## config.mk

```make
export PLATFORM = sky130hd
export DESIGN_NAME = regFile
export DESIGN_NICKNAME = d
export VERILOG_FILES = /design/src/regFile.sv
export VERILOG_INCLUDE_DIRS = /design/src
export SDC_FILE = /design/constraint.sdc
export NUM_CORES = 2
export LEC_CHECK = 0
export ABC_AREA = 1
export CELL_PAD_IN_SITES_DETAIL_PLACEMENT = 1
export CELL_PAD_IN_SITES_GLOBAL_PLACEMENT = 2
export CORE_MARGIN = 4
export CORE_UTILIZATION = 40
export CTS_BUF_LIST = sky130_fd_sc_hd__clkbuf_8
export CTS_CLUSTER_SIZE = 28
export DETAILED_ROUTE_END_ITERATION = 8
export DONT_BUFFER_PORTS = 1
export PLACE_DENSITY_LB_ADDON = 0.1
export SKIP_CTS_REPAIR_TIMING = 1
export SLEW_MARGIN = 20
export SYNTH_ARGS = -nofsm -noshare
export SYNTH_HDL_FRONTEND = slang
export SYNTH_SLANG_ARGS = --single-unit
```

## constraint.sdc

```tcl
create_clock -name CLK -period 2.5 [get_ports CLK]
set_input_delay 0.125 -clock CLK [delete_from_list [all_inputs] [get_ports CLK]]
set_output_delay 0.125 -clock CLK [all_outputs]
set_load 0.01 [all_outputs]
```

## src/rvCore_macros.svh

```systemverilog
`ifndef RVCORE_MACROS_SVH
`define RVCORE_MACROS_SVH

// Data path and address width
`define XLEN_BITS 32

// Memory depths in 32-bit words
`define IMEM_WORDS 256
`define DMEM_WORDS 256

// Host byte-address map
`define HOST_IMEM_BASE 32'h0000_0000
`define HOST_DMEM_BASE 32'h0000_1000

`endif

```

## src/regFile.sv

```systemverilog
`timescale 1ns/1ns
`include "rvCore_macros.svh"

module regFile (
    input  logic                  CLK,
    input  logic                  rst,
    input  logic [4:0]            rs1,
    input  logic [4:0]            rs2,
    input  logic [4:0]            rd,
    input  logic                  wrEn,
    input  logic [`XLEN_BITS-1:0] wrData,
    output logic [`XLEN_BITS-1:0] rd1Data,
    output logic [`XLEN_BITS-1:0] rd2Data
);

    logic [`XLEN_BITS-1:0] regs [32];

    always_ff @(posedge CLK) begin
        if (rst) begin
            for (int i = 0; i < 32; i++) begin
                regs[i] <= '0;
            end
        end else if (wrEn && (rd != 5'd0)) begin
            regs[rd] <= wrData;                     // x0 never written
        end
    end

    assign rd1Data = regs[rs1];
    assign rd2Data = regs[rs2];

    // A write aimed at x0 leaves it zero
    assert property (@(posedge CLK) disable iff (rst)
        (wrEn && (rd == 5'd0)) |=> (regs[0] == '0));

endmodule

```

Word-level counts from Yosys, hierarchy flattened

Memories as Yosys holds them, arrays and structs flattened.
Cells that the tools add are included.

Register bits after elaboration: 0
Memory bits (writable): 1024
Bits of input ports: 50
Output and inout port bits: 64
Logic and storage cells: 12
Memories kept: 1

Memories:

| name | words | width | rd ports | clocked after memory_dff | write ports | line          | source |
|---|---|---|---|---|---|---|---|
| regs | 32    | 32    | 2        | 0                        | 32          | regFile.sv:16 | `` logic [`XLEN_BITS-1:0] regs [32]; `` |

Multiplexer cells: 8
Reductions and logical operators: 3

Operators with widths:

| operator            | number |
|---|---|
| two-way mux 32 bit  | 1 |
| OR reduction 32 bit | 1 |
| two-way mux 1 bit   | 6 |
| two-way mux 5 bit   | 1 |
| nonzero test 5 bit  | 1 |
| logical AND 1 bit   | 1 |

Longest topological paths before layout

Word-level depth: 7
Gate-level depth with buffers: 12
Mapped depth without buffers: 9

Worst setup path after synthesis

No wires, ideal clock.

Path kind: in2reg
From: input rd[4]
To: memory regs[31][0] in the netlist's numbering, enable pin
Library setup time: 389 ps
Arrival time: 1577 ps
Data required time: 2111 ps
Slack: 533 ps
Cell stages on the path: 5
Buffers on the path: 1
Cell sequence: inv_1 nor3_1 nand2_1 buf_2 nand2_1

RTL lines:

| element     | line          | source |
|---|---|---|
| from (decl) | regFile.sv:9  | `input logic [4:0] rd,` |
| to (decl)   | regFile.sv:16 |  |

Final worst setup path

From: input rs2[0]
To: output rd2Data[14]

Word-level cells in the longest chain between the ends: 1

RTL lines:

| element              | line          | source |
|---|---|---|
| from (decl)          | regFile.sv:8  | `input logic [4:0] rs2,` |
| memory (32 x 32 bit) | --            |  |
| to (decl)            | regFile.sv:13 | `` output logic [`XLEN_BITS-1:0] rd2Data `` |

Every way passes these cells.

==> flow_metrics.env <==
export IMPL_status="finished, violations left"
export IMPL_violations="max-slew violations, negative setup slack"
export IMPL_drt_pass_1_iters=5
export IMPL_critical_path_peak_fanout=513
export IMPL_maxCapViolations=0
export IMPL_largestRegisters="regs: 1024 flops"
export IMPL_numCtsBuffers=190
export IMPL_postSynthRegisterBits=1024
export IMPL_finalWorstSetupSlack_ns=-2.59
export IMPL_min_delay_path_class="primary input to flip-flop"
export IMPL_yosysTopAreaCellShare_pct=54.3
export IMPL_final_min_period_over_clock_period_pct=204
export IMPL_cts_htree_levels=4
export IMPL_yosys_cell_types_count=16
export IMPL_detailed_route_iter0_violations=5772
export IMPL_grt_overflow_total=0
export IMPL_layout_cells_most_common_list="nand2_1, nand3_1, edfxtp_1, nor2_1, clkbuf_8"
export IMPL_pwr_per_cell_area_nw_per_um2=652
export IMPL_startpoint="rs2[0]"
export IMPL_yosys_area_share_adder_pct=0
export IMPL_coreArea_um2=140000
export IMPL_initial_utilization_pct=40.4
export IMPL_drv_slew=380
export IMPL_worstPathRequired_ns=2.38
export IMPL_timing_critical_path_from_type="primary input"
export IMPL_grt_total_usage_pct=34.3
export IMPL_finalSetupViolations=32
export IMPL_die_y_um=384
export IMPL_cell_type_with_the_highest_aggregate_area_in_the_netlist="edfxtp_1"
export IMPL_synth_compound_gate_area_share_pct=0
export IMPL_areaGrowthSynthToFinish_pct=10.4
export IMPL_io_pins=114
export IMPL_first_global_vias=54500
export IMPL_layout_cells_most_common="nand2_1"
export IMPL_fin_tns_setup_ns=-79.36
export IMPL_clock_tree_from_tritoncts="yes"
export IMPL_clock_tree_root_cell="clkbuf_8"
export IMPL_largest_family_of_logic_cells_by_synthesized_area="simple AND/OR/NAND/NOR gates"
export IMPL_endpoint_kind="output port"
export IMPL_min_delay_path_depth=5
export IMPL_synth_area_um2=56600
export IMPL_route_antenna_remaining_nets=0
export IMPL_detailed_place_hpwl_um=143000
export IMPL_final_core_utilization_pct=44.6
export IMPL_final_period_minus_worst_setup_slack_ns=5.09
export IMPL_synth_seq_area_share_pct=54.3
export IMPL_number_of_port_buffers=0
export IMPL_multiplexer_area_fraction_after_synthesis_pct=0
export IMPL_drc=0
export IMPL_top_register="regs"
export IMPL_synthXorXnorAreaFrac_pct=0
export IMPL_wire_length_of_the_first_global_routing_pass_um=371000
export IMPL_vias=53700
export IMPL_post_route_cells_drive_above_1_share_pct=7.61
export IMPL_pin_count_of_the_biggest_net_entering_global_routing=514
export IMPL_clock_sink_count=1024
export IMPL_dp_worst_setup_slack_ns=0.431
export IMPL_floorplan_die_width_um=384
export IMPL_largest_register_ff_count=1024
export IMPL_nNetsFinal=7126
export IMPL_endpoint="rd2Data[14]"
export IMPL_post_drt_via_cell_ratio=5.90
export IMPL_final_cell_area_um2=62500
export IMPL_design_die_area_um2=148000
export IMPL_timing_max_slew_rel_slack_pct=-186
export IMPL_synth_simple_gate_area_share_pct=39.8
export IMPL_antenna_found_initial=9
export IMPL_worstSetupPathType="primary input to output port"
export IMPL_clk_pin_slew_ns=0.06
export IMPL_syn_mean_instance_area_um2=7.88
export IMPL_wl_per_cell_um=28.5
export IMPL_ys_warnings_count=0
export IMPL_cp_data_arrival_time_ns=4.96
export IMPL_cts_root_to_sink_buffers=3
export IMPL_worst_ir_drop_vdd_mv=0.543
export IMPL_finalWirelength_um=259000
export IMPL_achievable_frequency_ghz=0.196
export IMPL_report_final_hold_viol_count=0
export IMPL_power_leakage_uw=0.0265
export IMPL_routability_cong=0.843
export IMPL_dpl_cell_area_um2=58800
export IMPL_rsz0062_at_grt="false"
export IMPL_placement_rows=137
export IMPL_worst_slew_pin_transition_ns=4.29
export IMPL_biggest_area_contributors_in_the_synthesized_netlist="edfxtp_1, nand2_1, nand3_1, nor2_1, buf_2"
export IMPL_syn_instance_count=7191
synth_stat cells, drive strengths merged:
cell type	number
buf	437
clkbuf	192
clkinv	1
conb	1
edfxtp	1024
inv	53
nand2	2942
nand3	1537
nand4	4
nor2	993
nor3	7
report_power, final:
part | internal (uW) | switching (uW)
clock network | 7300 | 7530
registers | 19900 | 510
logic | 1630 | 3950
total | 28800 | 12000
how the worst min path moves through the flow:
stage | start | to | slack [ns]
global placement | rst | regs[0][25] | 0.25
finish | rd[4] | regs[3][22] | 0.04
global route | rd[4] | regs[3][22] | 0.05
detailed placement | rst | regs[0][23] | 0.25
CTS | rst | regs[0][23] | -0.77
floorplan | wrData[31] | regs[1][31] | 0.36
stage by stage:
step                cells  total power (uW)  hold slack, ns
CTS                  9054             40800          -0.766
global route         9097             42200          0.0477
global placement     8720             25900           0.247
finish               9099             40800          0.0431
detailed placement   8720             26000           0.247
floorplan            7222             24100           0.364
logic make-up (layout without fill, tap and decap cells):
logic type	Yosys count	count (layout)
flops	1024	1024
simple gates	5483	5483
buf+inv	683	679
other cells	1	37
critical path, stage by stage:
cell	delay [ns]
clkinv_16	1.46
buf_12	0.39
nand2_1	0.10
nand3_1	0.09
nand3_1	0.10
nand2_1	0.07
nand2_1	0.08
nand2_1	0.20
nand2_1	0.10
nand2_1	0.13
metal layers:
metal  track usage (%)  routed length [um]
met5                 0                  34
met4              14.3               11000
met3              7.10               23000
met2              54.7              119000
met1              45.5              106000
final cells by class:
cell class / count / area (um^2)
clock inverters: 137 / 581
diodes: 5 / 12.5
repair buffers: 291 / 3020
flip-flops and latches: 1024 / 30700
fillers: 16900 / 77500
clock buffers: 197 / 2710
inverters: 54 / 273
well taps: 1876 / 2350
multi-input cells: 5515 / 22800
No activity file was read; power rests on OpenSTA's default activity.
