`config.mk`:
```
export PLATFORM = sky130hd
export DESIGN_NAME = instrDecoder
export DESIGN_NICKNAME = d
export VERILOG_FILES = /design/src/rvCorePkg.sv /design/src/instrDecoder.sv
export VERILOG_INCLUDE_DIRS = /design/src
export SDC_FILE = /design/constraint.sdc
export NUM_CORES = 1
export LEC_CHECK = 0
export BUFFER_PORTS_ARGS = -buffer_cell sky130_fd_sc_hd__buf_2
export CAP_MARGIN = 20
export CORE_MARGIN = 8
export CORE_UTILIZATION = 27
export CTS_CLUSTER_DIAMETER = 30
export DETAILED_ROUTE_END_ITERATION = 10
export GPL_TIMING_DRIVEN = 1
export PLACE_DENSITY = 0.87
export SLEW_MARGIN = 10
export SYNTH_ARGS = -nofsm -noshare
export SYNTH_HDL_FRONTEND = slang
export SYNTH_SLANG_ARGS = --single-unit
export TNS_END_PERCENT = 5
```
`constraint.sdc`:
```
create_clock -name CLK -period 0.85 [get_ports CLK]
set_input_delay 0.0425 -clock CLK [delete_from_list [all_inputs] [get_ports CLK]]
set_output_delay 0.0425 -clock CLK [all_outputs]
set_load 0.01 [all_outputs]
```
`src/rvCore_macros.svh`:
```
`ifndef RVCORE_MACROS_SVH
`define RVCORE_MACROS_SVH

// Data path and address width
`define XLEN_BITS 32

// Memory depths in 32-bit words
`define IMEM_WORDS 256
`define DMEM_WORDS 256

// Host byte-address map
`define HOST_IMEM_BASE 32'h0000_0000
`define HOST_DMEM_BASE 32'h0000_1000

`endif

```
`src/rvCorePkg.sv`:
```
`include "rvCore_macros.svh"

package rvCorePkg;

    // Major opcodes of the supported RV32I subset
    typedef enum logic [6:0] {
        OP     = 7'b0110011,
        OP_IMM = 7'b0010011,
        LOAD   = 7'b0000011,
        STORE  = 7'b0100011,
        BRANCH = 7'b1100011,
        JAL    = 7'b1101111,
        LUI    = 7'b0110111,
        SYSTEM = 7'b1110011
    } opcodeE;

    typedef enum logic [3:0] {
        ADD, SUB, AND, OR, XOR, SLT, SLL, SRL,
        PASSB                                       // LUI passes the immediate through
    } aluOpE;

    typedef enum logic [2:0] {
        IMM_I, IMM_S, IMM_B, IMM_J, IMM_U
    } immKindE;

    // Which memory a host address lands in
    typedef enum logic {
        REGION_IMEM = 1'b0,
        REGION_DMEM = 1'b1
    } hostRegionE;

    // Wishbone classic request from the host
    typedef struct packed {
        logic                  cyc;
        logic                  stb;
        logic                  we;
        logic [`XLEN_BITS-1:0] adr;
        logic [`XLEN_BITS-1:0] dat;
    } wbSel;

    typedef struct packed {
        logic                  ack;
        logic [`XLEN_BITS-1:0] dat;
    } wbResp;

    typedef struct packed {
        logic       regWrite;
        logic       aluSrcImm;
        logic       memRead;
        logic       memWrite;
        logic       memToReg;
        logic       branch;
        logic       branchNe;                       // Take branch on nonzero compare
        logic       jump;
        logic       linkPc;                         // Write PC+4 to rd
        aluOpE      aluOp;
        immKindE    immKind;
        logic [4:0] rs1;
        logic [4:0] rs2;
        logic [4:0] rd;
    } ctrlBundle;

endpackage

```
`src/instrDecoder.sv`:
```
`timescale 1ns/1ns
`include "rvCore_macros.svh"

module instrDecoder import rvCorePkg::*; (
    input  logic                  CLK,
    input  logic                  rst,
    input  logic                  run,
    input  logic [`XLEN_BITS-1:0] instr,
    output ctrlBundle             ctrl,
    output logic                  halted,
    output logic                  advance
);

    opcodeE     opcode;
    logic [2:0] funct3;
    logic       funct7b5;
    logic       isEcall;

    assign opcode   = opcodeE'(instr[6:0]);
    assign funct3   = instr[14:12];
    assign funct7b5 = instr[30];
    assign isEcall  = (opcode == SYSTEM) && (funct3 == 3'b000) && (instr[31:20] == 12'h000);

    assign advance = run && !halted;                // One instruction retires per edge

    always_comb begin
        ctrl         = '0;                          // Unknown opcodes fall out as no-ops
        ctrl.aluOp   = ADD;
        ctrl.immKind = IMM_I;
        ctrl.rs1     = instr[19:15];
        ctrl.rs2     = instr[24:20];
        ctrl.rd      = instr[11:7];
        case (opcode)
            OP: begin
                ctrl.regWrite = 1'b1;
                case (funct3)
                    3'b000:  ctrl.aluOp = funct7b5 ? SUB : ADD;
                    3'b001:  ctrl.aluOp = SLL;
                    3'b010:  ctrl.aluOp = SLT;
                    3'b100:  ctrl.aluOp = XOR;
                    3'b101:  ctrl.aluOp = SRL;
                    3'b110:  ctrl.aluOp = OR;
                    3'b111:  ctrl.aluOp = AND;
                    default: ctrl.aluOp = ADD;
                endcase
            end
            OP_IMM: begin
                ctrl.regWrite  = 1'b1;
                ctrl.aluSrcImm = 1'b1;
                case (funct3)
                    3'b010:  ctrl.aluOp = SLT;
                    3'b100:  ctrl.aluOp = XOR;
                    3'b110:  ctrl.aluOp = OR;
                    3'b111:  ctrl.aluOp = AND;
                    default: ctrl.aluOp = ADD;  // ADDI
                endcase
            end
            LOAD: begin
                ctrl.regWrite  = 1'b1;
                ctrl.aluSrcImm = 1'b1;
                ctrl.memRead   = 1'b1;
                ctrl.memToReg  = 1'b1;
            end
            STORE: begin
                ctrl.aluSrcImm = 1'b1;
                ctrl.memWrite  = 1'b1;
                ctrl.immKind   = IMM_S;
            end
            BRANCH: begin
                ctrl.branch   = 1'b1;
                ctrl.branchNe = funct3[0];          // BNE has funct3 001
                ctrl.aluOp    = SUB;
                ctrl.immKind  = IMM_B;
            end
            JAL: begin
                ctrl.regWrite = 1'b1;
                ctrl.jump     = 1'b1;
                ctrl.linkPc   = 1'b1;
                ctrl.immKind  = IMM_J;
            end
            LUI: begin
                ctrl.regWrite  = 1'b1;
                ctrl.aluSrcImm = 1'b1;
                ctrl.aluOp     = PASSB;
                ctrl.immKind   = IMM_U;
            end
            default: ;                              // SYSTEM only halts
        endcase
    end

    // Set by a retiring ECALL, cleared once run drops
    always_ff @(posedge CLK) begin
        if (rst) begin
            halted <= 1'b0;
        end else if (!run) begin
            halted <= 1'b0;
        end else if (advance && isEcall) begin
            halted <= 1'b1;
        end
    end

    assert property (@(posedge CLK) disable iff (rst)
        !(ctrl.memWrite && (ctrl.regWrite || ctrl.memRead)));

    // Nothing retires after the ECALL
    assert property (@(posedge CLK) disable iff (rst)
        (advance && isEcall) |=> (halted && !advance));

endmodule

```
=== Word level (Yosys, flattened, before mapping) ===
Index checks and enable logic that the tools add are counted.

* Add/subtract/negate cells: 0
* Multipliers: 0
* Div/mod/pow operators: 0
* Magnitude comparators: 0
* Equal/unequal tests: 14
* Shifts and indexed selects: 0
* Mux-type cells: 11
* Bitwise operators: 1
* Reduce and logical (&&, ||, !) cells: 10

{| class="wikitable"
|+ Operators by type and width
! kind !! number
|-
| one-hot mux 3 bit (4 select lines) || 2
|-
| equality test 7 x 6 -> 1 bit (second input constant) || 3
|-
| equality test 7 bit (second input constant) || 3
|-
| one-hot mux 3 bit (7 select lines) || 1
|-
| one-hot mux 4 bit (4 select lines) || 1
|-
| equality test 3 bit (second input constant) || 4
|-
| logical NOT 12 bit || 1
|-
| equality test 7 x 2 -> 1 bit (second input constant) || 1
|-
| equality test 7 x 5 -> 1 bit (second input constant) || 1
|-
| 2-to-1 mux 1 bit || 5
|-
| OR reduction 5 bit || 1
|-
| logical AND 1 bit || 4
|-
| 2-to-1 mux 2 bit || 2
|-
| OR reduction 4 bit || 1
|-
| equality test 3 x 1 -> 1 bit (second input constant) || 1
|-
| equality test 3 x 2 -> 1 bit (second input constant) || 1
|-
| logical NOT 3 bit || 1
|-
| OR reduction 2 bit || 1
|-
| logical NOT 1 bit || 1
|-
| inverter 1 bit || 1
|}

* Register bits after elaboration: 1
* Latch bits: 0
* RAM bits: 0
* ROM bits: 0
* Output and inout bits: 33
* Memories: 0

=== Logic depth before layout (Yosys ltp) ===
* Depth in word-level cells: 4
* Depth in mapped cells: 5
* Mapped depth without buffers: 3

=== Least setup slack after synthesis ===
OpenSTA, ideal clock, no wires.

* Kind: input -> output
* From: input port instr[1]
* To: output port ctrl[28] (netlist name)
* Arrival time: 1.110 ns
* Data required time: 0.808 ns
* Setup slack: -0.303 ns
* Stages on the path: 4
* Buffers on the path: 1
* Cells stage by stage: nand2_1 > or4_1 > nor3_1 > buf_4

{| class="wikitable"
|+ RTL lines
! item !! RTL line !! RTL
|-
| start, declared || instrDecoder.sv:8 || <nowiki>input logic [`XLEN_BITS-1:0] instr,</nowiki>
|-
| end, declared || instrDecoder.sv:9 || <nowiki>output ctrlBundle ctrl,</nowiki>
|}

==> results.json <==
{
  "run_status": "finished with violations",
  "failed_checks": "negative setup slack",
  "die_area_um2": 3490,
  "fillerInstances": 194,
  "die-width_um": 59.1,
  "synthDistinctLibCells": 31,
  "route.detailed.drc": 0,
  "place.detailed.hpwl_um": 1560,
  "core_footprint_um2": 1730,
  "syn_nets": 109,
  "ir_worst_vdd_mv": 0.230,
  "post_route_cells_drive_above_1_share_pct": 67.5,
  "postSynthRegisterBits": 1,
  "timing.final.crit_period_ns": 1.03,
  "grt_start_max_net_pins": 9,
  "cp.required_ns": 0.81,
  "globalplace.congestion": 0.729,
  "floorplan.initialDensity_pct": 29.0,
  "postSynth.asyncResetShare_pct": 0,
  "max_slew.worst_pin.slew_ns": 0.269,
  "antenna_found_initial": 0,
  "registers.top_by_ff_count": "halted",
  "timing.final.max_slew_violations": 0,
  "final.setup.worst_slack_ns": -0.180,
  "postCtsHoldBufs": 0,
  "synth-seq-area-share_pct": 4.00,
  "max_transition_margin_pct": 81.9,
  "yosysWarnings": 0,
  "synth.cell_area_um2": 500,
  "critPathArrivalTime_ns": 0.99,
  "post_synthesis_instance_total": 74,
  "biggestRegsByFlops": "halted x1",
  "routed_wire_length_per_instance_um": 13.3,
  "drt_pre_antenna_iters": 4,
  "post_synth.cell_area_avg_um2": 6.76,
  "dpl_cell_area_um2": 734,
  "placed_cells_incl_taps": 139,
  "overall_routed_net_length_um": 1850,
  "timing.final.crit_share_pct": 121,
  "fp.dieH_um": 59.1,
  "timing.critical_path.to_type": "primary output",
  "fin_skew_ns": 0,
  "flip_flop_count_of_the_largest_register_all_copies_and_words_added": 1,
  "ios": 68,
  "drt.antenna.violating_nets": 0,
  "via_total_after_detailed_routing": 660,
  "globalRoute.totalOverflow": 0,
  "via_density": 4.75,
  "finalHoldViolations": 0,
  "grt_util_overall_pct": 9.96,
  "floorplan.rows": 15,
  "antenna_cells": 0,
  "startpoint_class": "primary input",
  "port_buffer_cells": 47,
  "power_per_cell_area_nw_per_um2": 409,
  "r2r_setup_slack_ns": 0.32,
  "worst_skew_pair.late_latency_ns": 0,
  "timing.max_cap.violations": 0,
  "critical_path_class": "primary input to primary output",
  "max_freq_mhz": 971,
  "areaGrowthSynthToFinish_pct": 63.3,
  "finalSetupViolations": 17,
  "min_delay_path_class": "primary input to primary output",
  "cts_post_setup_buffers_inserted": 0,
  "via_count_of_the_first_global_routing_pass": 674,
  "layout.cell_area.non_filler_um2": 817,
  "post-layout-total-power_mw": 0.334,
  "post_layout_nonfiller_instances": 139,
  "power.static_leakage_nw": 0.411,
  "drc_marker_count_from_the_first_detailed_route_iteration": 4,
  "synth_edf_count": 0,
  "finalNetCount": 151,
  "unrepaired_setup_endpoints_after_global_routing": "true",
  "cp_max_fo": 7,
  "dominantRegCellSynth": "dfxtp_1",
  "grt_pass1_wl_um": 2860
}
layer usage:
layer	vias up	GRT usage, %	share of wire [%]
met5	-	0	0
met4	0	0.683	0.27
met3	2	3.04	9.3
met2	35	19.8	50
met1	288	10.2	40
li1	335	-	-
final cells by class:
| class | instances | area, um2 | share of cell area (%) |
|---|---|---|---|
| multi-input cells | 53 | 413 | 50.5 |
| flip-flops and latches | 1 | 20.0 | 2.45 |
| well taps | 25 | 31.3 | 3.83 |
| repair buffers | 60 | 353 | 43.2 |
critical path: stages:
cell and delay, ns:
buf_2 0.14, or4_4 0.53, nor3_4 0.12, buf_2 0.15
cells by family (layout without fill, tap and decap cells):
group | count (synthesis) | after routing | synth area share, %
DFF | 1 | 1 | 4.00
xor gates and xnor gates | 1 | 1 | 1.75
AOI/OAI and AO/OA | 10 | 10 | 14.7
buffers and inverters | 20 | 60 | 29.0
and+or+nand+nor | 42 | 42 | 50.5
final timing paths:
check / to / cells past startpoint / start
max: ctrl[26] / 4 / instr[3]
min reg2reg: halted / 1 / halted
min: ctrl[1] / 0 / instr[8]
max reg2reg: halted / 1 / halted
cell usage after synthesis, types with 2 or more instances:
| library cell | number | area, um2 |
|---|---|---|
| a21oi_1 | 3 | 15.0 |
| and3_1 | 3 | 18.8 |
| buf_2 | 2 | 10.0 |
| buf_4 | 18 | 135 |
| nand2_1 | 5 | 18.8 |
| nand2b_1 | 2 | 12.5 |
| nand3_1 | 3 | 15.0 |
| nand3b_1 | 2 | 15.0 |
| nand4_1 | 2 | 12.5 |
| nor2_1 | 6 | 22.5 |
| nor2b_1 | 2 | 12.5 |
| nor4_1 | 5 | 31.3 |
| nor4b_1 | 2 | 17.5 |
| o21ai_0 | 2 | 10.0 |
what timing repair did:
action | CTS | global route
gates resized for setup | 10 | 7
setup endpoints to repair | 17 | 17
pin swaps | 6 | 2
through the flow:
stage	util, %	setup TNS (ns)	hold slack [ns]	setup WS, ns
finish	47.3	-1.73	0.0850	-0.180
global placement	42.5	-2.15	0.0851	-0.232
CTS	45.1	-1.93	0.0851	-0.205
floorplan	-	-0.447	0.112	-0.131
global route	47.3	-2.70	0.0850	-0.227
detailed placement	42.5	-2.44	0.0851	-0.268
power by group:
part / switching [mW] / leakage (nW) / total (mW) / internal [mW]
Clock: 0 / 0 / 0 / 0
Sequential: 0.00000000811 / 0.00805 / 0.0479 / 0.0479
Combinational: 0.137 / 0.403 / 0.286 / 0.149
layout by cell type, fill, tap and decap left out, types with 2 or more instances in the layout:
cell type	instances
nand4_1	2
nand3_1	2
nor2b_1	2
nor2_1	5
a21oi_1	3
nor4_1	4
buf_6	2
nor4b_2	2
buf_4	12
buf_2	45
nand2_1	4
o21ai_0	2
nand3b_1	2
and3_1	3
Note: power is estimated with default switching activity, not from simulation.
