<file path="config.mk">
export PLATFORM = sky130hd
export DESIGN_NAME = immGen
export DESIGN_NICKNAME = d
export VERILOG_FILES = /design/src/rvCorePkg.sv /design/src/immGen.sv
export VERILOG_INCLUDE_DIRS = /design/src
export SDC_FILE = /design/constraint.sdc
export NUM_CORES = 1
export LEC_CHECK = 0
export BUFFER_PORTS_ARGS = -buffer_cell sky130_fd_sc_hd__buf_2
export CORE_MARGIN = 4
export CORE_UTILIZATION = 32
export DETAILED_ROUTE_END_ITERATION = 16
export PLACE_DENSITY = 0.8
export SLEW_MARGIN = 20
export SYNTH_ARGS = -nofsm -noshare
export SYNTH_HDL_FRONTEND = slang
export SYNTH_SLANG_ARGS = --single-unit
</file>
<file path="constraint.sdc">
create_clock -name vclk -period 1
set_input_delay 0.1 -clock vclk [all_inputs]
set_output_delay 0.1 -clock vclk [all_outputs]
set_load 0.01 [all_outputs]
</file>
<file path="src/rvCore_macros.svh">
`ifndef RVCORE_MACROS_SVH
`define RVCORE_MACROS_SVH

// Data path and address width
`define XLEN_BITS 32

// Memory depths in 32-bit words
`define IMEM_WORDS 256
`define DMEM_WORDS 256

// Host byte-address map
`define HOST_IMEM_BASE 32'h0000_0000
`define HOST_DMEM_BASE 32'h0000_1000

`endif

</file>
<file path="src/rvCorePkg.sv">
`include "rvCore_macros.svh"

package rvCorePkg;

    // Major opcodes of the supported RV32I subset
    typedef enum logic [6:0] {
        OP     = 7'b0110011,
        OP_IMM = 7'b0010011,
        LOAD   = 7'b0000011,
        STORE  = 7'b0100011,
        BRANCH = 7'b1100011,
        JAL    = 7'b1101111,
        LUI    = 7'b0110111,
        SYSTEM = 7'b1110011
    } opcodeE;

    typedef enum logic [3:0] {
        ADD, SUB, AND, OR, XOR, SLT, SLL, SRL,
        PASSB                                       // LUI passes the immediate through
    } aluOpE;

    typedef enum logic [2:0] {
        IMM_I, IMM_S, IMM_B, IMM_J, IMM_U
    } immKindE;

    // Which memory a host address lands in
    typedef enum logic {
        REGION_IMEM = 1'b0,
        REGION_DMEM = 1'b1
    } hostRegionE;

    // Wishbone classic request from the host
    typedef struct packed {
        logic                  cyc;
        logic                  stb;
        logic                  we;
        logic [`XLEN_BITS-1:0] adr;
        logic [`XLEN_BITS-1:0] dat;
    } wbSel;

    typedef struct packed {
        logic                  ack;
        logic [`XLEN_BITS-1:0] dat;
    } wbResp;

    typedef struct packed {
        logic       regWrite;
        logic       aluSrcImm;
        logic       memRead;
        logic       memWrite;
        logic       memToReg;
        logic       branch;
        logic       branchNe;                       // Take branch on nonzero compare
        logic       jump;
        logic       linkPc;                         // Write PC+4 to rd
        aluOpE      aluOp;
        immKindE    immKind;
        logic [4:0] rs1;
        logic [4:0] rs2;
        logic [4:0] rd;
    } ctrlBundle;

endpackage

</file>
<file path="src/immGen.sv">
`timescale 1ns/1ns
`include "rvCore_macros.svh"

module immGen import rvCorePkg::*; (
    input  logic [`XLEN_BITS-1:0] instr,
    input  immKindE               immKind,
    output logic [`XLEN_BITS-1:0] imm
);

    logic sign;

    assign sign = instr[31];                        // Sign bit sits at 31 in every format

    always_comb begin
        case (immKind)
            IMM_S: imm = {{20{sign}}, instr[31:25], instr[11:7]};
            IMM_B: begin
                // Offset is in halfwords so bit 0 is always clear
                imm = {{19{sign}}, instr[31], instr[7], instr[30:25], instr[11:8], 1'b0};
            end
            IMM_J: begin
                imm = {{11{sign}}, instr[31], instr[19:12], instr[20], instr[30:21], 1'b0};
            end
            IMM_U:   imm = {instr[31:12], 12'h000};
            default: imm = {{20{sign}}, instr[31:20]};  // I-type
        endcase
    end

endmodule

</file>
# Word level (Yosys, flattened, before mapping)
# Cells that the tools add are included.
[totals]
ramBits = 0
input_bits = 35
mem_count = 0
latch_bits = 0
reg_bits = 0
rom_bits = 0
output_inout_bits = 32
[classes]
shift = 0
eq_ne = 4
addsub = 0
n_bitwise = 0
n_lt_le_gt_ge = 0
reduce_logical = 0
div = 0
mul = 0
mux = 1
[ops]
columns = ["op", "n"]
rows = [
  ["31-bit one-hot mux with 4 select lines", 1],
  ["3-bit by 2-bit equality test with 1-bit output, second input constant", 2],
  ["3-bit by 1-bit equality test with 1-bit output, second input constant", 1],
  ["3-bit equality test, second input constant", 1],
]

# Depth between registers and ports, before layout
# Gate-level depths: netlist (run 1).
[logic_depth]
depth_word = 2
ltp_mapped = 5
depth_no_buf = 3

# Least setup slack after synthesis (run 1)
# OpenSTA, ideal clock, no wires.
[synth_path]
kind = "input to output"
startpoint = "input port immKind[0]"
endpoint = "output port imm[18]"
t_required_ps = 900
path_stages = 4
t_arrival_ps = 1053
n_path_buf = 2
slack_ps = -153
path_cell_list = "buf_2 buf_1 o22ai_1 a211oi_1"
[synth_between]
elab_chain_cells = 2
[synth_rtl]
columns = ["item", "line", "rtl"]
rows = [
  ["start: declaration", "immGen.sv:6", "input immKindE immKind,"],
  ["3-bit equality test, or another cell as far along", "immGen.sv:15", "case (immKind)"],
  ["31-bit one-hot mux with 4 select lines (*)", "immGen.sv:15", ""],
  ["end: declaration", "immGen.sv:7", "output logic [`XLEN_BITS-1:0] imm"],
]
# Mark *: on every way between the ends. The rest lies on a longest branch, timed or not.

# Worst setup path after layout (run 1)
[layout_path]
startpoint = "input port immKind[1]"
endpoint = "output port imm[27]"
# Same word-level chain as after synthesis.

==> results of run 1 <==
area by class of cell:
cell class         instances  area, µm²
fillers                   91        332
multi-input cells         80        733
repair buffers            84        631
well taps                 25       31.3
cells in the mapped netlist:
master / instances
a211oi_1: 8
nand2b_1: 2
buf_1: 1
o221a_2: 1
nor3_1: 5
nor2b_1: 6
clkbuf_1: 6
nor3b_1: 1
a22o_1: 2
mux2i_1: 1
a21o_1: 12
or3b_1: 2
a211oi_2: 1
buf_6: 1
nand2_1: 1
a221oi_1: 4
nor2_1: 10
and2_4: 1
o22ai_1: 12
buf_4: 1
and2_1: 6
or2_2: 4
buf_2: 3
cells by family after synthesis:
group,share of synthesized area [%]
buffers and inverters,10.3
multiplexers,1.71
AND/OR/NAND/NOR,36.4
AO/OA/AOI/OAI,51.6
path summary, 6_finish.rpt:
kind,start,to,slack (ns),cells past startpoint
max,immKind[1],imm[27],-0.26,5
min,instr[30],imm[30],0.51,3
worst min-delay path, cell delays in order:
cell,delay [ns]
buf_2,0.09
a21o_1,0.10
buf_2,0.12
routing by layer:
| metal | GRT usage, % | vias to the layer above | part of all wire [%] |
|---|---|---|---|
| li1 | - | 496 | - |
| met1 | 31.6 | 533 | 35 |
| met2 | 51.3 | 108 | 49 |
| met3 | 3.56 | 26 | 11 |
| met4 | 5.83 | 0 | 4.6 |
| met5 | 0 | - | 0 |
timing repair:
action                                  4_1_cts  5_1_grt
buffers inserted                              4        6
gates resized for setup                      41       16
gates cloned                                  3        0
pin swaps                                     7       16
endpoints found under the setup margin       31       31
per-stage QoR:
step	instance area [µm²]	TNS, ns
after detailed placement	1020	-10.28
after global placement	1020	-8.94
final	1400	-6.27
after floorplan	652	-1.88
after CTS	1270	-4.99
after global routing	1400	-6.90
power by group:
group          leakage [nW]  total (mW)  switching (mW)  internal (mW)
registers                 0           0               0              0
clock network             0           0               0              0
logic                 0.703       0.779           0.385          0.394
==> flow_results.org, run 1 <==
** Run
- Across the run, the number of max-cap violations was 0.

** Setup path
- Highest fanout seen on the critical path :: 6
- Data arrival, critical path :: 1.16 ns
- The largest individual stage delay along the critical path comes from the cell or3b_4.
- The worst setup path is captured at an output pin.
- Largest incremental delay on the critical path :: 0.43 ns
- Start-to-end type of the worst setup path :: in2out
- Cell-by-cell trace of the critical path :: buf_8 -> or3b_4 -> and2_4 -> a21o_1 -> buf_2
- For the worst setup path, the data required time is 0.90 ns.
- CP top delay family :: simple AND/OR/NAND/NOR gates
- Critical Path Source Type :: input pin
- Number of buffers and inverters on the critical path :: 2

** Cells and area
- The number of antenna diodes in the final layout is 0.
- In the layout the commonest cells are buf_2 (50), buf_6 (14), buf_4 (14).
- The post-route netlist has 76.2% of its cells at a drive strength greater than 1.
- Clk_buf instances :: 0
- Commonest non-fill, non-tap cell in the layout :: buf_2
- The sequential cells in the finished layout cover a total of 0 µm².
- Non-filler cells in the finished layout :: 189
- The area growth from synthesis to layout is 139%.
- Nets :: 201
- Utilization of the core after routing :: 80.8%
- Flip-flop and latch count :: 0

** Synth
- Sequential elements use 0% of the synthesized area.
- When the netlist entered floorplanning its net count stood at 126.
- Synthesized instance count :: 91
- The number of different library cells used by synthesis comes to 23.
- Post-synthesis cell area :: 584 µm²
- Yosys attributes the largest share of cell area to a21o_1 (15%), o22ai_1 (13%), a211oi_1 (10%).
- Yosys printed 0 warnings.
- Biggest area consumer among synthesized cells :: a21o_1
- Fraction of post-synthesis cell area in the top cell type by area :: 15.4%
- Avg Inst Size Synth :: 6.42 µm²

** Clocking
- Count of hold-fix buffers inserted at cts :: 0

** STA
- Headroom to the max-slew limit :: 69.2%
- The final max-slew violation count was 0.
- Final number of setup-violating endpoints :: 31
- For the finished layout, the period the worst path requires is 1.26 ns.
- At the pin with the least slew margin, the transition time is 0.460 ns.
- Unrepaired setup endpoints after global routing :: yes
- The final-report hold violation count was 0.
- Across all setup checks in the final design, the least slack found is -0.263 ns.
- The final critical path takes up 126% of the cycle.
- Maximum frequency from static timing analysis :: 0.792 GHz
- On the final layout, the worst hold slack is 0.511 ns.

** Global route
- The initial antenna violation count was 0.
- Remaining Overflow, GRT :: 0
- Global router's overall resource usage :: 27.0%
- Global-route wire length before repair :: 5.44 mm
- Entering global routing, the biggest net connects 15 pins.
- Number of global-route vias before repair :: 1051

** Placement
- After legalization and detailed placement, the total HPWL measured 1.89 mm.
- Placed cell count :: 177
- Worst setup slack after placement :: -0.471 ns
- Routability-driven placement finished with a final weighted congestion of 0.757.
- Input and output buffers added on the ports amount to 60.

** Routing
- Antenna violation net count after detailed routing :: 0
- Total vias in the final route :: 1163
- For this block, the initial DRC count from the detailed router was 75.
- Routed wirelength normalized by instance count :: 22.0 µm
- Post-detailed-route via-to-cell ratio :: 6.15
- The pre-antenna-repair detailed-routing pass consisted of 4 iterations.
- Final wirelength :: 4.16 mm
- For this run, design rule violations remaining after detail routing come to 0.

** Die
- Starting Density :: 33.8%
- I/O pin total :: 67
- The die covers 2570 µm².
- CORE AREA :: 1730 µm²
- Measured along the y axis, the die boundary spans 50.7 µm.
- Core Rows :: 15
- The die is 50.7 µm wide.

** Power and ir drop
- Power comes to 0.779 mW.
- IR drop worst, VDD :: 336 µV
- Dividing total power by cell area gives a power density of 558 nW/µm².
- Lkg Pwr :: 0.703 nW

** Outcome
- Run status :: finished, violations left
- Violations in the final reports :: negative setup slack

** Min path
- In this run the worst hold path is classified as in2out.
Power figures use the tool's default switching activity.
==> run 2: changes to the inputs <==
Settings changed: CELL_PAD_IN_SITES_DETAIL_PLACEMENT set to 1, CELL_PAD_IN_SITES_GLOBAL_PLACEMENT set to 2, CORE_ASPECT_RATIO set to 0.75, CORE_UTILIZATION 32 to 13, PLACE_DENSITY 0.8 to not set, PLACE_DENSITY_LB_ADDON set to 0.1.
==> flow_results.org, run 2 (synthesized netlist as in run 1, its figures left out) <==
** Outcome
- Run status :: finished, violations left (unchanged)
- Violations in the final reports: negative setup slack (unchanged).

** Cells and area
- Flip-flop and latch count :: 0 (unchanged)
- The layout overhead on the synthesized area came to 138% (was 139%).
- The final net count came to 197 (was 201).
- The final antenna diode count was 0 (unchanged).
- Clk_buf instances :: 0 (unchanged)
- Fraction of layout cells with a size suffix above 1 :: 76.3% (was 76.2%)
- Commonest non-fill, non-tap cells in the layout: buf_2 (56), a21o_1 (12), o22ai_1 (9), buf_4 (9) (was buf_2 (50), buf_6 (14), buf_4 (14)).
- Commonest non-fill, non-tap cell in the layout :: buf_2 (unchanged)
- The final non-filler cell total was 215 (was 189).
- The area taken by flip-flops and latches is 0 µm² (unchanged).

** Clocking
- The total of hold buffers inserted after clock tree synthesis came to 0 (unchanged).

** Die
- The vertical extent of the die came to 66.1 µm (was 50.7 µm).
- I/O pin total :: 67 (unchanged)
- The count of standard-cell rows came to 20 (was 15).
- The horizontal extent of the die came to 85.4 µm (was 50.7 µm).
- The area of the core is 4180 µm² (was 1730 µm²).
- The die footprint was 5640 µm² (was 2570 µm²).
- Starting Density :: 14.0% (was 33.8%)

** STA
- The smallest setup slack after layout is -0.214 ns (was -0.263 ns).
- Tightest Pin Transition :: 0.261 ns (was 0.460 ns)
- The maximum clock frequency was 0.824 GHz (was 0.792 GHz).
- Min cycle time layout :: 1.21 ns (was 1.26 ns)
- Count of final hold-check violations :: 0 (unchanged)
- Post-route fraction of the period consumed by the critical path :: 121% (was 126%)
- Number of pins exceeding their max-slew limit in the final report :: 0 (unchanged)
- Unrepaired setup endpoints after global routing :: yes (unchanged)
- The final count of negative-setup-slack endpoints came to 31 (unchanged).
- The worst max-slew margin expressed relative to the limit is 82.6% (was 69.2%).
- The worst hold-check slack is 0.492 ns (was 0.511 ns).

** Power and ir drop
- The switching power was 0.341 mW (was 0.385 mW).
- Pwr per Cell Area :: 521 nW/µm² (was 558 nW/µm²)
- IR drop worst, VDD :: 143 µV (was 336 µV)
- The design internal power came to 0.384 mW (was 0.394 mW).
- Combinational fraction of design power :: 100.0% (about the same)
- The switching portion of total power was 47.0% (was 49.5%).
- The leakage power figure was 0.686 nW (was 0.703 nW).
- Power share of the clock group :: 0% (about the same)
- The part of the total power dissipated in sequential elements is 0% (about the same).

** Placement
- Detailed Place HPWL :: 2.32 mm (was 1.89 mm)
- Weighted congestion reported at the end of routability-driven placement :: 0.696 (was 0.757)
- Placed cell count :: 210 (was 177)
- The number of input and output port buffers inserted came to 60 (unchanged).

** Setup path
- Critical Path Source Type :: input pin (unchanged)
- Start-to-end type of the worst setup path :: in2out (unchanged)
- Cell-by-cell trace of the critical path: buf_6 -> or3b_4 -> and2_4 -> a21o_1 -> buf_2 (was buf_8 -> or3b_4 -> and2_4 -> a21o_1 -> buf_2).
- Kind of capture point of the worst setup path :: output pin (unchanged)
- Data arrival, critical path :: 1.11 ns (was 1.16 ns)
- Data required time of the critical path :: 0.90 ns (about the same)
- The library cell contributing the largest single delay on the critical path is or3b_4 (unchanged).
- The critical path's largest stage delay came to 0.42 ns (was 0.43 ns).
- Highest fanout seen on the critical path :: 6 (unchanged)

** Routing
- Number of design-rule violations left by the first detailed-router iteration :: 31 (was 75)
- The detailed-route via count is 987 (was 1163).
- The final wirelength is 3.28 mm (was 4.16 mm).
- Routed wirelength normalized by instance count :: 15.2 µm (was 22.0 µm)
- The number of nets with antenna violations after detailed routing was 0 (unchanged).
- Pre-antenna DRT Iters :: 4 (unchanged)
- Final routed DRC violation total :: 0 (unchanged)
- The via count normalized by instance count is 4.59 (was 6.15).

** Min path
- The path class of the lowest-slack min-delay path was in2out (unchanged).

** Run
- Reported max-cap violation count :: 0 (unchanged)

** Global route
- The total track usage came to 11.2% (was 27.0%).
- Largest net degree at the start of global routing :: 15 (unchanged)
- Global-route wire length before repair :: 5.31 mm (was 5.44 mm)
- The initial antenna violation count was 0 (unchanged).
- The number of global-route vias before repair is 1046 (was 1051).
- Remaining Overflow, GRT :: 0 (unchanged)
-- run 2: critical path, delay by kind of cell --
family / cells / cell delay [ns]
simple gates: 2 / 0.63
buf+inv: 2 / 0.23
compound gates: 1 / 0.16
-- run 2: worst paths after layout --
path | from | to | slack (ns) | cells after the start
worst max-delay path | immKind[1] | imm[20] | -0.21 | 5
worst min-delay path | instr[29] | imm[29] | 0.49 | 3
-- run 2: what timing repair did --
action | CTS | global route
cloned | 3 | 0
setup buffers | 1 | 1
endpoints found under the setup margin | 31 | 31
gates resized for setup | 30 | 12
pin swaps | 11 | 1
-- run 2: final cells by class --
class	count	area, µm²
tap	55	68.8
fill	500	2790
timing repair buffer	80	593
multi-input combinational	80	731
-- run 2: metrics by stage --
stage               setup slack, ns  cell area (µm²)  setup TNS [ns]  util [%]  power (mW)
floorplan                    -0.150              652           -1.88         -       0.316
global placement             -0.378             1100           -8.62      26.3       0.577
detailed placement           -0.400             1100           -9.23      26.3       0.579
CTS                          -0.229             1300           -5.74      31.1       0.681
global route                 -0.256             1390           -6.67      33.3       0.790
finish                       -0.214             1390           -5.49      33.3       0.725
-- run 2: power groups by stage --
stage	Clock, mW	Sequential, mW	Combinational [mW]
after floorplan	0	0	0.316
after global placement	0	0	0.577
after detailed placement	0	0	0.579
after CTS	0	0	0.681
after global routing	0	0	0.790
final	0	0	0.725
-- run 2: routing by layer --
metal  routed length, µm  global-route usage [%]  share of wire, %
met2                1530                    19.1                47
met1                1510                    15.5                46
met4                   0                       0                 0
met5                   0                       0                 0
met3                 234                    1.99               7.1
