<file path="src/rvCore_macros.svh">
`ifndef RVCORE_MACROS_SVH
`define RVCORE_MACROS_SVH

// Data path and address width
`define XLEN_BITS 32

// Memory depths in 32-bit words
`define IMEM_WORDS 256
`define DMEM_WORDS 256

// Host byte-address map
`define HOST_IMEM_BASE 32'h0000_0000
`define HOST_DMEM_BASE 32'h0000_1000

`endif

</file>
<file path="src/rvCorePkg.sv">
`include "rvCore_macros.svh"

package rvCorePkg;

    // Major opcodes of the supported RV32I subset
    typedef enum logic [6:0] {
        OP     = 7'b0110011,
        OP_IMM = 7'b0010011,
        LOAD   = 7'b0000011,
        STORE  = 7'b0100011,
        BRANCH = 7'b1100011,
        JAL    = 7'b1101111,
        LUI    = 7'b0110111,
        SYSTEM = 7'b1110011
    } opcodeE;

    typedef enum logic [3:0] {
        ADD, SUB, AND, OR, XOR, SLT, SLL, SRL,
        PASSB                                       // LUI passes the immediate through
    } aluOpE;

    typedef enum logic [2:0] {
        IMM_I, IMM_S, IMM_B, IMM_J, IMM_U
    } immKindE;

    // Which memory a host address lands in
    typedef enum logic {
        REGION_IMEM = 1'b0,
        REGION_DMEM = 1'b1
    } hostRegionE;

    // Wishbone classic request from the host
    typedef struct packed {
        logic                  cyc;
        logic                  stb;
        logic                  we;
        logic [`XLEN_BITS-1:0] adr;
        logic [`XLEN_BITS-1:0] dat;
    } wbSel;

    typedef struct packed {
        logic                  ack;
        logic [`XLEN_BITS-1:0] dat;
    } wbResp;

    typedef struct packed {
        logic       regWrite;
        logic       aluSrcImm;
        logic       memRead;
        logic       memWrite;
        logic       memToReg;
        logic       branch;
        logic       branchNe;                       // Take branch on nonzero compare
        logic       jump;
        logic       linkPc;                         // Write PC+4 to rd
        aluOpE      aluOp;
        immKindE    immKind;
        logic [4:0] rs1;
        logic [4:0] rs2;
        logic [4:0] rd;
    } ctrlBundle;

endpackage

</file>
<file path="src/progCounter.sv">
`timescale 1ns/1ns
`include "rvCore_macros.svh"

module progCounter import rvCorePkg::*; (
    input  logic                  CLK,
    input  logic                  rst,
    input  logic                  run,
    input  logic                  advance,
    input  ctrlBundle             ctrl,
    input  logic [`XLEN_BITS-1:0] imm,
    input  logic                  zero,
    output logic [`XLEN_BITS-1:0] pc,
    output logic [`XLEN_BITS-1:0] pcPlus4
);

    logic [`XLEN_BITS-1:0] target;
    logic [`XLEN_BITS-1:0] nextPc;
    logic                  takeBranch;

    assign pcPlus4    = pc + 32'd4;
    assign target     = pc + imm;                   // Shared by branch and JAL
    assign takeBranch = ctrl.branch && (zero != ctrl.branchNe);

    always_comb begin
        if (ctrl.jump || takeBranch) begin
            nextPc = target;
        end else begin
            nextPc = pcPlus4;
        end
    end

    always_ff @(posedge CLK) begin
        if (rst) begin
            pc <= '0;
        end else if (!run) begin
            pc <= '0;                               // Restart always begins at 0
        end else if (advance) begin
            pc <= nextPc;
        end
    end

endmodule

</file>
<file path="config.mk">
export PLATFORM = sky130hd
export DESIGN_NAME = progCounter
export DESIGN_NICKNAME = d
export VERILOG_FILES = /design/src/rvCorePkg.sv /design/src/progCounter.sv
export VERILOG_INCLUDE_DIRS = /design/src
export SDC_FILE = /design/constraint.sdc
export NUM_CORES = 1
export LEC_CHECK = 0
export ABC_AREA = 1
export ABC_CLOCK_PERIOD_IN_PS = 2750
export BUFFER_PORTS_ARGS = -buffer_cell sky130_fd_sc_hd__buf_2
export CORE_MARGIN = 3
export CORE_UTILIZATION = 51
export DETAILED_ROUTE_END_ITERATION = 12
export PLACE_DENSITY = 0.79
export SYNTH_ARGS = -nofsm -noshare
export SYNTH_HDL_FRONTEND = slang
export SYNTH_SLANG_ARGS = --single-unit
</file>
<file path="constraint.sdc">
create_clock -name CLK -period 2.75 [get_ports CLK]
set_clock_uncertainty 0.15 [all_clocks]
set_input_delay 0.1375 -clock CLK [delete_from_list [all_inputs] [get_ports CLK]]
set_output_delay 0.1375 -clock CLK [all_outputs]
set_load 0.01 [all_outputs]
</file>
# ---- After elaboration in Yosys (flattened, before gate mapping)
# Cells that the tools add are included.
# W data, S select, Z words.
dict set report word_totals {
  wordCells 9
  mem_count 0
  romBits 0
  latchBits 0
  ram_bits 0
  out_inout_bits 64
  regBits 32
  inputBits 68
}
dict set report classes {
  n_mul 0
  mux 1
  n_reduce_logical 3
  addsub 2
  div 0
  n_eq_ne 1
  n_lt_le_gt_ge 0
  shift 0
  bitwise 1
}
# operator n
set ops {}
lappend ops {{$add A32 B3 Y32 const B} 1}
lappend ops {{$add A32 B32 Y32} 1}
lappend ops {{$mux W32} 1}
lappend ops {{$reduce_or A2 Y1} 1}
lappend ops {{$logic_and A1 B1 Y1} 1}
lappend ops {{$logic_or A1 B1 Y1} 1}
lappend ops {{$ne A1 B1 Y1} 1}
lappend ops {{$not A1 Y1} 1}

# ---- Logic depth before layout (Yosys ltp)
# Gate-level depths: netlist of the first run.
dict set report depth {
  word_depth 4
  depth_mapped 15
  mapped_depth_nobuf 15
}

# ---- Least setup slack after synthesis of the first run
# Ideal clock, no wire load.
dict set report synth_path {
  kind {register to register}
  start {register pc[0]}
  end {register pc[20]}
  n_path_buf 0
  path_stages_with_launch 16
  setup_ns 0.109
  t_required_ns 2.491
  arrival_ns 1.793
  synth_period_minus_slack_ns 2.052
  setup_slack_ns 0.698
  path_cell_list {dfxtp_1 > ha_1 > inv_1 > fa_1 > inv_1 > nand3_1 > nand3_1 > nand3_1 > nand3b_1 > nand2_1 > nand2_1 > nand2_1 > inv_1 > o21ai_0 > nand2_1 > inv_1}
}
dict set report synth_between {
  elab_chain_cells 2
  elab_cells_between_ends 3
  cone_classes {2 x add/sub; 1 x mux}
}
# element line
set synth_rtl {}
lappend synth_rtl {{from (decl)} progCounter.sv:12} ;# output logic [`XLEN_BITS-1:0] pc,
lappend synth_rtl {{from (signal assigned)} progCounter.sv:38} ;# pc <= nextPc;
lappend synth_rtl {{$add A32 B3 Y32 or $add A32 B32 Y32 (tied branches)} {progCounter.sv:20, progCounter.sv:21}}
lappend synth_rtl {{$mux W32 *} progCounter.sv:25} ;# if (ctrl.jump || takeBranch) begin
# Every way passes the cells marked *; elsewhere a longest branch is shown, timed or not.
# A chain may end at the register's enable or synchronous reset.

# ---- Final worst setup path of the first run
dict set report layout_path {
  start {register pc[0]}
  end {register pc[18]}
}
# The elaborated chain is that of the path after synthesis.

==> results of run 1 <==
==> path summary, 6_finish.rpt <==
path,startpoint,end,slack [ps]
max,pc[0],pc[18],360
min,imm[0],pc[0],90
max reg2reg,pc[0],pc[18],360
min reg2reg,pc[0],pc[0],440
==> cells by family after synthesis <==
| group | Yosys count | synth area share [%] |
|---|---|---|
| and+or+nand+nor | 407 | 41.7 |
| xor gates and xnor gates | 31 | 6.54 |
| adders and majority gates | 33 | 9.35 |
| DFF | 32 | 14.3 |
| AOI/OAI and AO/OA | 116 | 15.1 |
| buffers and inverters | 152 | 13.1 |
==> Yosys cell counts, types with 3 or more instances <==
library cell	number	area, sq um
o21ai_1	7	35.0
xor2_1	23	201
inv_2	5	18.8
nand3_1	50	250
nand4_1	7	43.8
clkbuf_1	3	11.3
o221ai_1	3	26.3
nor2_1	65	244
dfxtp_1	32	641
ha_1	32	400
nand3_2	4	40.0
a21oi_2	3	26.3
a21oi_1	54	270
o21ai_0	21	105
nor2_4	6	67.6
nor3_1	6	30.0
inv_1	134	503
o21bai_1	13	97.6
nor2_2	5	31.3
nand3b_1	4	30.0
nand2_4	4	45.0
buf_2	7	35.0
nand2_2	5	31.3
nor3_2	5	50.1
xnor2_1	5	43.8
a22oi_1	6	45.0
nand2_1	234	878
==> per-layer routing <==
metal	global-route usage [%]	wire, microns
met1	45.8	7000
met5	0	0
met3	2.50	1380
met2	49.4	6910
met4	7.77	293
==> worst max-delay path, stage by stage (launching register included) <==
cell and delay, ps:
dfxtp_1 380, ha_1 200, inv_1 60, fa_1 400, inv_1 110, nand2_1 60
nand3_1 130, nand2_1 70, nand2_1 150, inv_1 60, o21bai_1 280, nor2_1 70
o21ai_1 130, inv_1 40
==> layout make-up <==
class                      instances  area share [%]
inverter                         140            9.93
clock buffer                       7            1.63
multi-input combinational        587            61.7
sequential                        32            12.1
tap                              105            2.48
timing repair buffer             119            12.0
clock inverter                     1           0.142
==> report_power, final <==
part | switching [mW] | total, mW | internal [mW] | leakage (nW)
Clock | 0.191 | 0.395 | 0.204 | 0.0445
Sequential | 0.0391 | 0.524 | 0.484 | 0.261
Combinational | 0.368 | 0.573 | 0.205 | 2.88
Total | 0.598 | 1.49 | 0.893 | 3.19
==> impl_results.md, run 1 <==
* Sum Neg Setup Slack at 0 ps
* Global-route wire length before repair at 24800 microns
* Port Buf Inserts at 103
* Std-Cell Rows at 33
* DRT iter0 DRCs at 413
* Vias in the first global route at 4919
* Result of the run: completed
* Clock slew at reported path FFs at 70 ps
* Maximum clock path buffer count at 2
* Aggregate routed wire length at 15600 microns
* Share of flip-flops with an asynchronous set or reset after synthesis at 0%
* Synthesized netlist cell count at 771
* Final weighted congestion in routability-driven placement at 0.973
* Initial antenna violation count at 0
* Register with the most flip-flops: pc
* Pin count of the biggest net entering global routing at 20
* Maximum frequency from static timing analysis at 0.419 GHz
* Crit path max fanout at 4
* Fillers at 852
* Root buffer cell: clkbuf_8
* Clock tree from TritonCTS: done
* Flip-flop and latch count after synthesis at 32
* CTS-repair resized insts at 0
* Flip-flop count of the largest register after layout at 32
* Kind of path behind the tightest hold check: in -> reg
* Kind of end point of the critical path: register
* Number of synthesized flops with an enable pin at 0
* Util after Layout at 63.2%
* Worst hold path depth at 4
* Slew Viols, Final at 0
* Fraction of final layout cells sized beyond drive strength 1 at 20.0%
* Total number of vias at 5394
* Routed WL per cell at 15.7 microns
* Total cell area at the placement stage at 5200 sq um
* Die span in y at 99.9 microns
* Number of warnings reported in the yosys synthesis log at 0
* Most common cell after layout, fill and taps aside: nand2_1
* Post-route clock period utilization at 86.8%
* Post-Syn Area at 4490 sq um
* Kind of start point of the critical path: register
* Area occupied by multi-input gates at 3270 sq um
* Static leakage at 3.19 nW
* ANT cells at 0
* Areal power density over the cells at 282 nW/um^2
* H-Tree Depth at 2
* Req. time, crit path at 2780 ps
* Number of CTS-inserted buffers at 5
* Worst hold slack after final layout at 91.8 ps
* Quantity of hold-fixing buffers added after cts at 0
* Critical path class: reg -> reg
* Total number of nets in the final design at 986
* Setup slack of the critical path after layout at 364 ps
* Placed wire-length estimate after detailed placement at 13100 microns
* Transition time at the pin with the least slew margin at 476 ps
* Post-CTS Repair Setup Buffers at 0
* Overall power of the completed layout at 1.49 mW
* Post-Place Worst Slack at 419 ps
* Sequential-to-total area share from yosys stat at 14.3%
* Global route total overflow at 0
* Max-cap violations at 0
* GRT Util Overall at 31.2%
* Worst R2R Path Depth at 13
* P&R area growth vs syn at 17.8%
* Finished layout cell area at 5290 sq um
* Commonest cells after routing, fill and taps aside: 234 x nand2_1, 134 x inv_1, 103 x buf_2, 65 x nor2_1, 54 x a21oi_1
* Final count of negative-setup-slack endpoints at 0
* Clock insertion delay at the later pin of the skew report at 290 ps
* Leading register cell type out of synthesis: dfxtp_1
* Maximum resistive drop on vdd at 201 uV
* 1st-pass router iterations at 5
* Die Wd at 99.9 microns
* Clock period minus worst slack at 2390 ps
* Post-Layout Cell Count at 991
* Net count after synthesis at 872
* Residual antenna-violating net count after detailed routing at 0
* Critical path arrival at 2420 ps
* Number of ports placed on the die boundary at 132
* Average via count per standard cell at 5.44
* Area taken by flip-flops and latches at 641 sq um
* Count of unique library cells instantiated by Yosys at 47
* Number of cells after detailed placement at 983
* Count of endpoints failing hold in the final timing report at 0
* Starting density of the core at 53.6%
* Syn Area/Cell at 5.83 sq um
* Setup repair after global routing missed its margin: false
* Count of clock tree sinks at 32
* Core area at 8380 sq um
* Max-slew headroom at the worst pin at 68.2%
* Biggest regs: pc: 32 flops
* Number of DRC violations after detailed routing at 0
* Die Footprint at 9980 sq um
No activity file was read; power rests on OpenSTA's default activity.
==> run 2, diff against run 1 <==
Settings changed: ABC_CLOCK_PERIOD_IN_PS 2750 to unset, REMOVE_ABC_BUFFERS set to 1.
==> impl_results.md, run 2 (synthesis gave the netlist of run 1 again) <==
* Result of the run: completed (unchanged)
* Util after Layout at 62.6% (was 63.2%)
* H-Tree Depth at 2 (unchanged)
* Fraction of final layout cells sized beyond drive strength 1 at 19.6% (was 20.0%)
* Port Buf Inserts at 103 (unchanged)
* Final weighted congestion in routability-driven placement at 0.923 (was 0.973)
* Vias in the first global route at 4894 (was 4919)
* Die span in y at 99.9 microns (unchanged)
* Die Footprint at 9980 sq um (unchanged)
* Register with the most flip-flops: pc (unchanged)
* Post-CTS Repair Setup Buffers at 0 (unchanged)
* Critical path class: reg -> reg (unchanged)
* Clock period minus worst slack at 2370 ps (was 2390 ps)
* Sum of met2 wire segment lengths after detailed routing at 6760 microns (was 6910 microns)
* Maximum clock path buffer count at 2 (unchanged)
* Areal power density over the cells at 277 nW/um^2 (was 282 nW/um^2)
* Total number of vias at 5378 (was 5394)
* Maximum resistive drop on vdd at 143 uV (was 201 uV)
* Most common cell after layout, fill and taps aside: nand2_1 (unchanged)
* Stage delay of the slowest cell on the critical path at 400 ps (about the same)
* Clock slew at reported path FFs at 70 ps (about the same)
* Pin count of the biggest net entering global routing at 24 (was 20)
* Flip-flop count of the largest register after layout at 32 (unchanged)
* Average via count per standard cell at 5.45 (was 5.44)
* Root buffer cell: clkbuf_8 (unchanged)
* Placed wire-length estimate after detailed placement at 12900 microns (was 13100 microns)
* Req. time, crit path at 2790 ps (was 2780 ps)
* Residual antenna-violating net count after detailed routing at 0 (unchanged)
* Top routing layer in use: met4 (unchanged)
* Global route total overflow at 0 (unchanged)
* GRT Util Overall at 30.6% (was 31.2%)
* Category of cells accounting for the largest share of critical-path delay: adder cells (unchanged)
* CP dominant cell by count: inv_1 (unchanged)
* Initial antenna violation count at 0 (unchanged)
* ANT cells at 0 (unchanged)
* Biggest regs: pc: 32 flops (unchanged)
* Core area at 8380 sq um (unchanged)
* Crit path max fanout at 4 (unchanged)
* Maximum frequency from static timing analysis at 0.422 GHz (was 0.419 GHz)
* P&R area growth vs syn at 16.8% (was 17.8%)
* Count of endpoints failing hold in the final timing report at 0 (unchanged)
* DRT iter0 DRCs at 332 (was 413)
* Slew Viols, Final at 0 (unchanged)
* 1st-pass router iterations at 5 (unchanged)
* Count of clock tree sinks at 32 (unchanged)
* Length of routed wiring on met1 at 6750 microns (was 7000 microns)
* Clock tree from TritonCTS: done (unchanged)
* Critical path arrival at 2410 ps (was 2420 ps)
* Aggregate routed wire length at 15400 microns (was 15600 microns)
* Post-route clock period utilization at 86.2% (was 86.8%)
* Number of CTS-inserted buffers at 5 (unchanged)
* Commonest cells after routing, fill and taps aside: 234 x nand2_1, 134 x inv_1, 103 x buf_2, 65 x nor2_1, 54 x a21oi_1 (unchanged)
* Static leakage at 3.17 nW (was 3.19 nW)
* Die Wd at 99.9 microns (unchanged)
* Transition time at the pin with the least slew margin at 594 ps (was 476 ps)
* Kind of path behind the tightest hold check: in -> reg (unchanged)
* Sum Neg Setup Slack at 0 ps (unchanged)
* Number of ports placed on the die boundary at 132 (unchanged)
* Slowest stage cell, crit path: fa_1 (unchanged)
* CTS-repair resized insts at 0 (unchanged)
* Std-Cell Rows at 33 (unchanged)
* Setup repair after global routing missed its margin: false (unchanged)
* Total number of nets in the final design at 981 (was 986)
* Cell chain of the critical path: ha_1 -> inv_1 -> fa_1 -> inv_1 -> nand2_1 -> nand3_1 -> nand2_1 -> nand2_1 -> inv_1 -> o21bai_1 -> nor2_1 -> o21ai_1 -> inv_1 (unchanged)
* Buffers and inverters on the worst path at 4 (unchanged)
* Max-slew headroom at the worst pin at 60.2% (was 68.2%)
* Number of DRC violations after detailed routing at 0 (unchanged)
* Starting density of the core at 53.6% (unchanged)
* Routed WL per cell at 15.6 microns (was 15.7 microns)
* Met3 wirelength from detailed routing at 1510 microns (was 1380 microns)
* Kind of start point of the critical path: register (unchanged)
* Quantity of hold-fixing buffers added after cts at 0 (unchanged)
* Clock insertion delay at the later pin of the skew report at 290 ps (about the same)
* Final count of negative-setup-slack endpoints at 0 (unchanged)
* Kind of end point of the critical path: register (unchanged)
* Global-route wire length before repair at 24400 microns (was 24800 microns)
* Max-cap violations at 0 (unchanged)
run 2: cell types whose count changed in the layout (fill, tap and decap cells not counted), sizes merged:
| cell | previous run | this run |
|---|---|---|
| buf | 119 | 114 |
| clkbuf | 7 | 5 |
| clkinv | 1 | 4 |
| clkinvlp | 1 | 0 |
run 2: path summary, 6_finish.rpt:
path,start,depth (start not counted),slack [ps],to
min reg2reg,pc[0],2,430,pc[0]
max reg2reg,pc[0],13,380,pc[18]
min,imm[0],4,80,pc[0]
max,pc[0],13,380,pc[18]
run 2: report_power, final:
| group | leakage [nW] | switching [mW] | internal, mW |
|---|---|---|---|
| clock network | 0.0479 | 0.188 | 0.176 |
| logic | 2.86 | 0.361 | 0.201 |
| registers | 0.261 | 0.0424 | 0.485 |
run 2: worst reg2reg max path: stages, from the launching register on:
cell and delay, ps:
dfxtp_1 380, ha_1 210, inv_1 60, fa_1 400, inv_1 130, nand2_1 70
nand3_1 120, nand2_1 60, nand2_1 140, inv_1 60, o21bai_1 260, nor2_1 70
o21ai_1 130, inv_1 40
run 2: metal layers:
layer	vias up	track usage, %
met3	38	4.17
met1	2411	43.1
met4	0	8.40
met5	-	0
met2	260	48.9
li1	2669	-
run 2: per-stage QoR:
| stage | total power, mW | hold slack, ps | instances | worst slack (ps) | instance area, sq um |
|---|---|---|---|---|---|
| finish | 1.45 | 79.0 | 986 | 380 | 5250 |
| global route | 1.54 | 122 | 986 | 184 | 5250 |
| global placement | 1.07 | 337 | 978 | 463 | 5160 |
| CTS | 1.44 | 73.1 | 986 | 406 | 5250 |
| floorplan | 0.879 | 181 | 759 | 585 | 4430 |
| detailed placement | 1.08 | 381 | 978 | 422 | 5160 |
run 2: area by class of cell:
| type | instances | area [sq um] |
|---|---|---|
| Clock buffer | 5 | 68.8 |
| Clock inverter | 3 | 18.8 |
| Fill cell | 860 | 3130 |
| Inverter | 140 | 526 |
| Multi-Input combinational cell | 587 | 3270 |
| Sequential cell | 32 | 641 |
| Tap cell | 105 | 131 |
| Timing Repair Buffer | 114 | 598 |
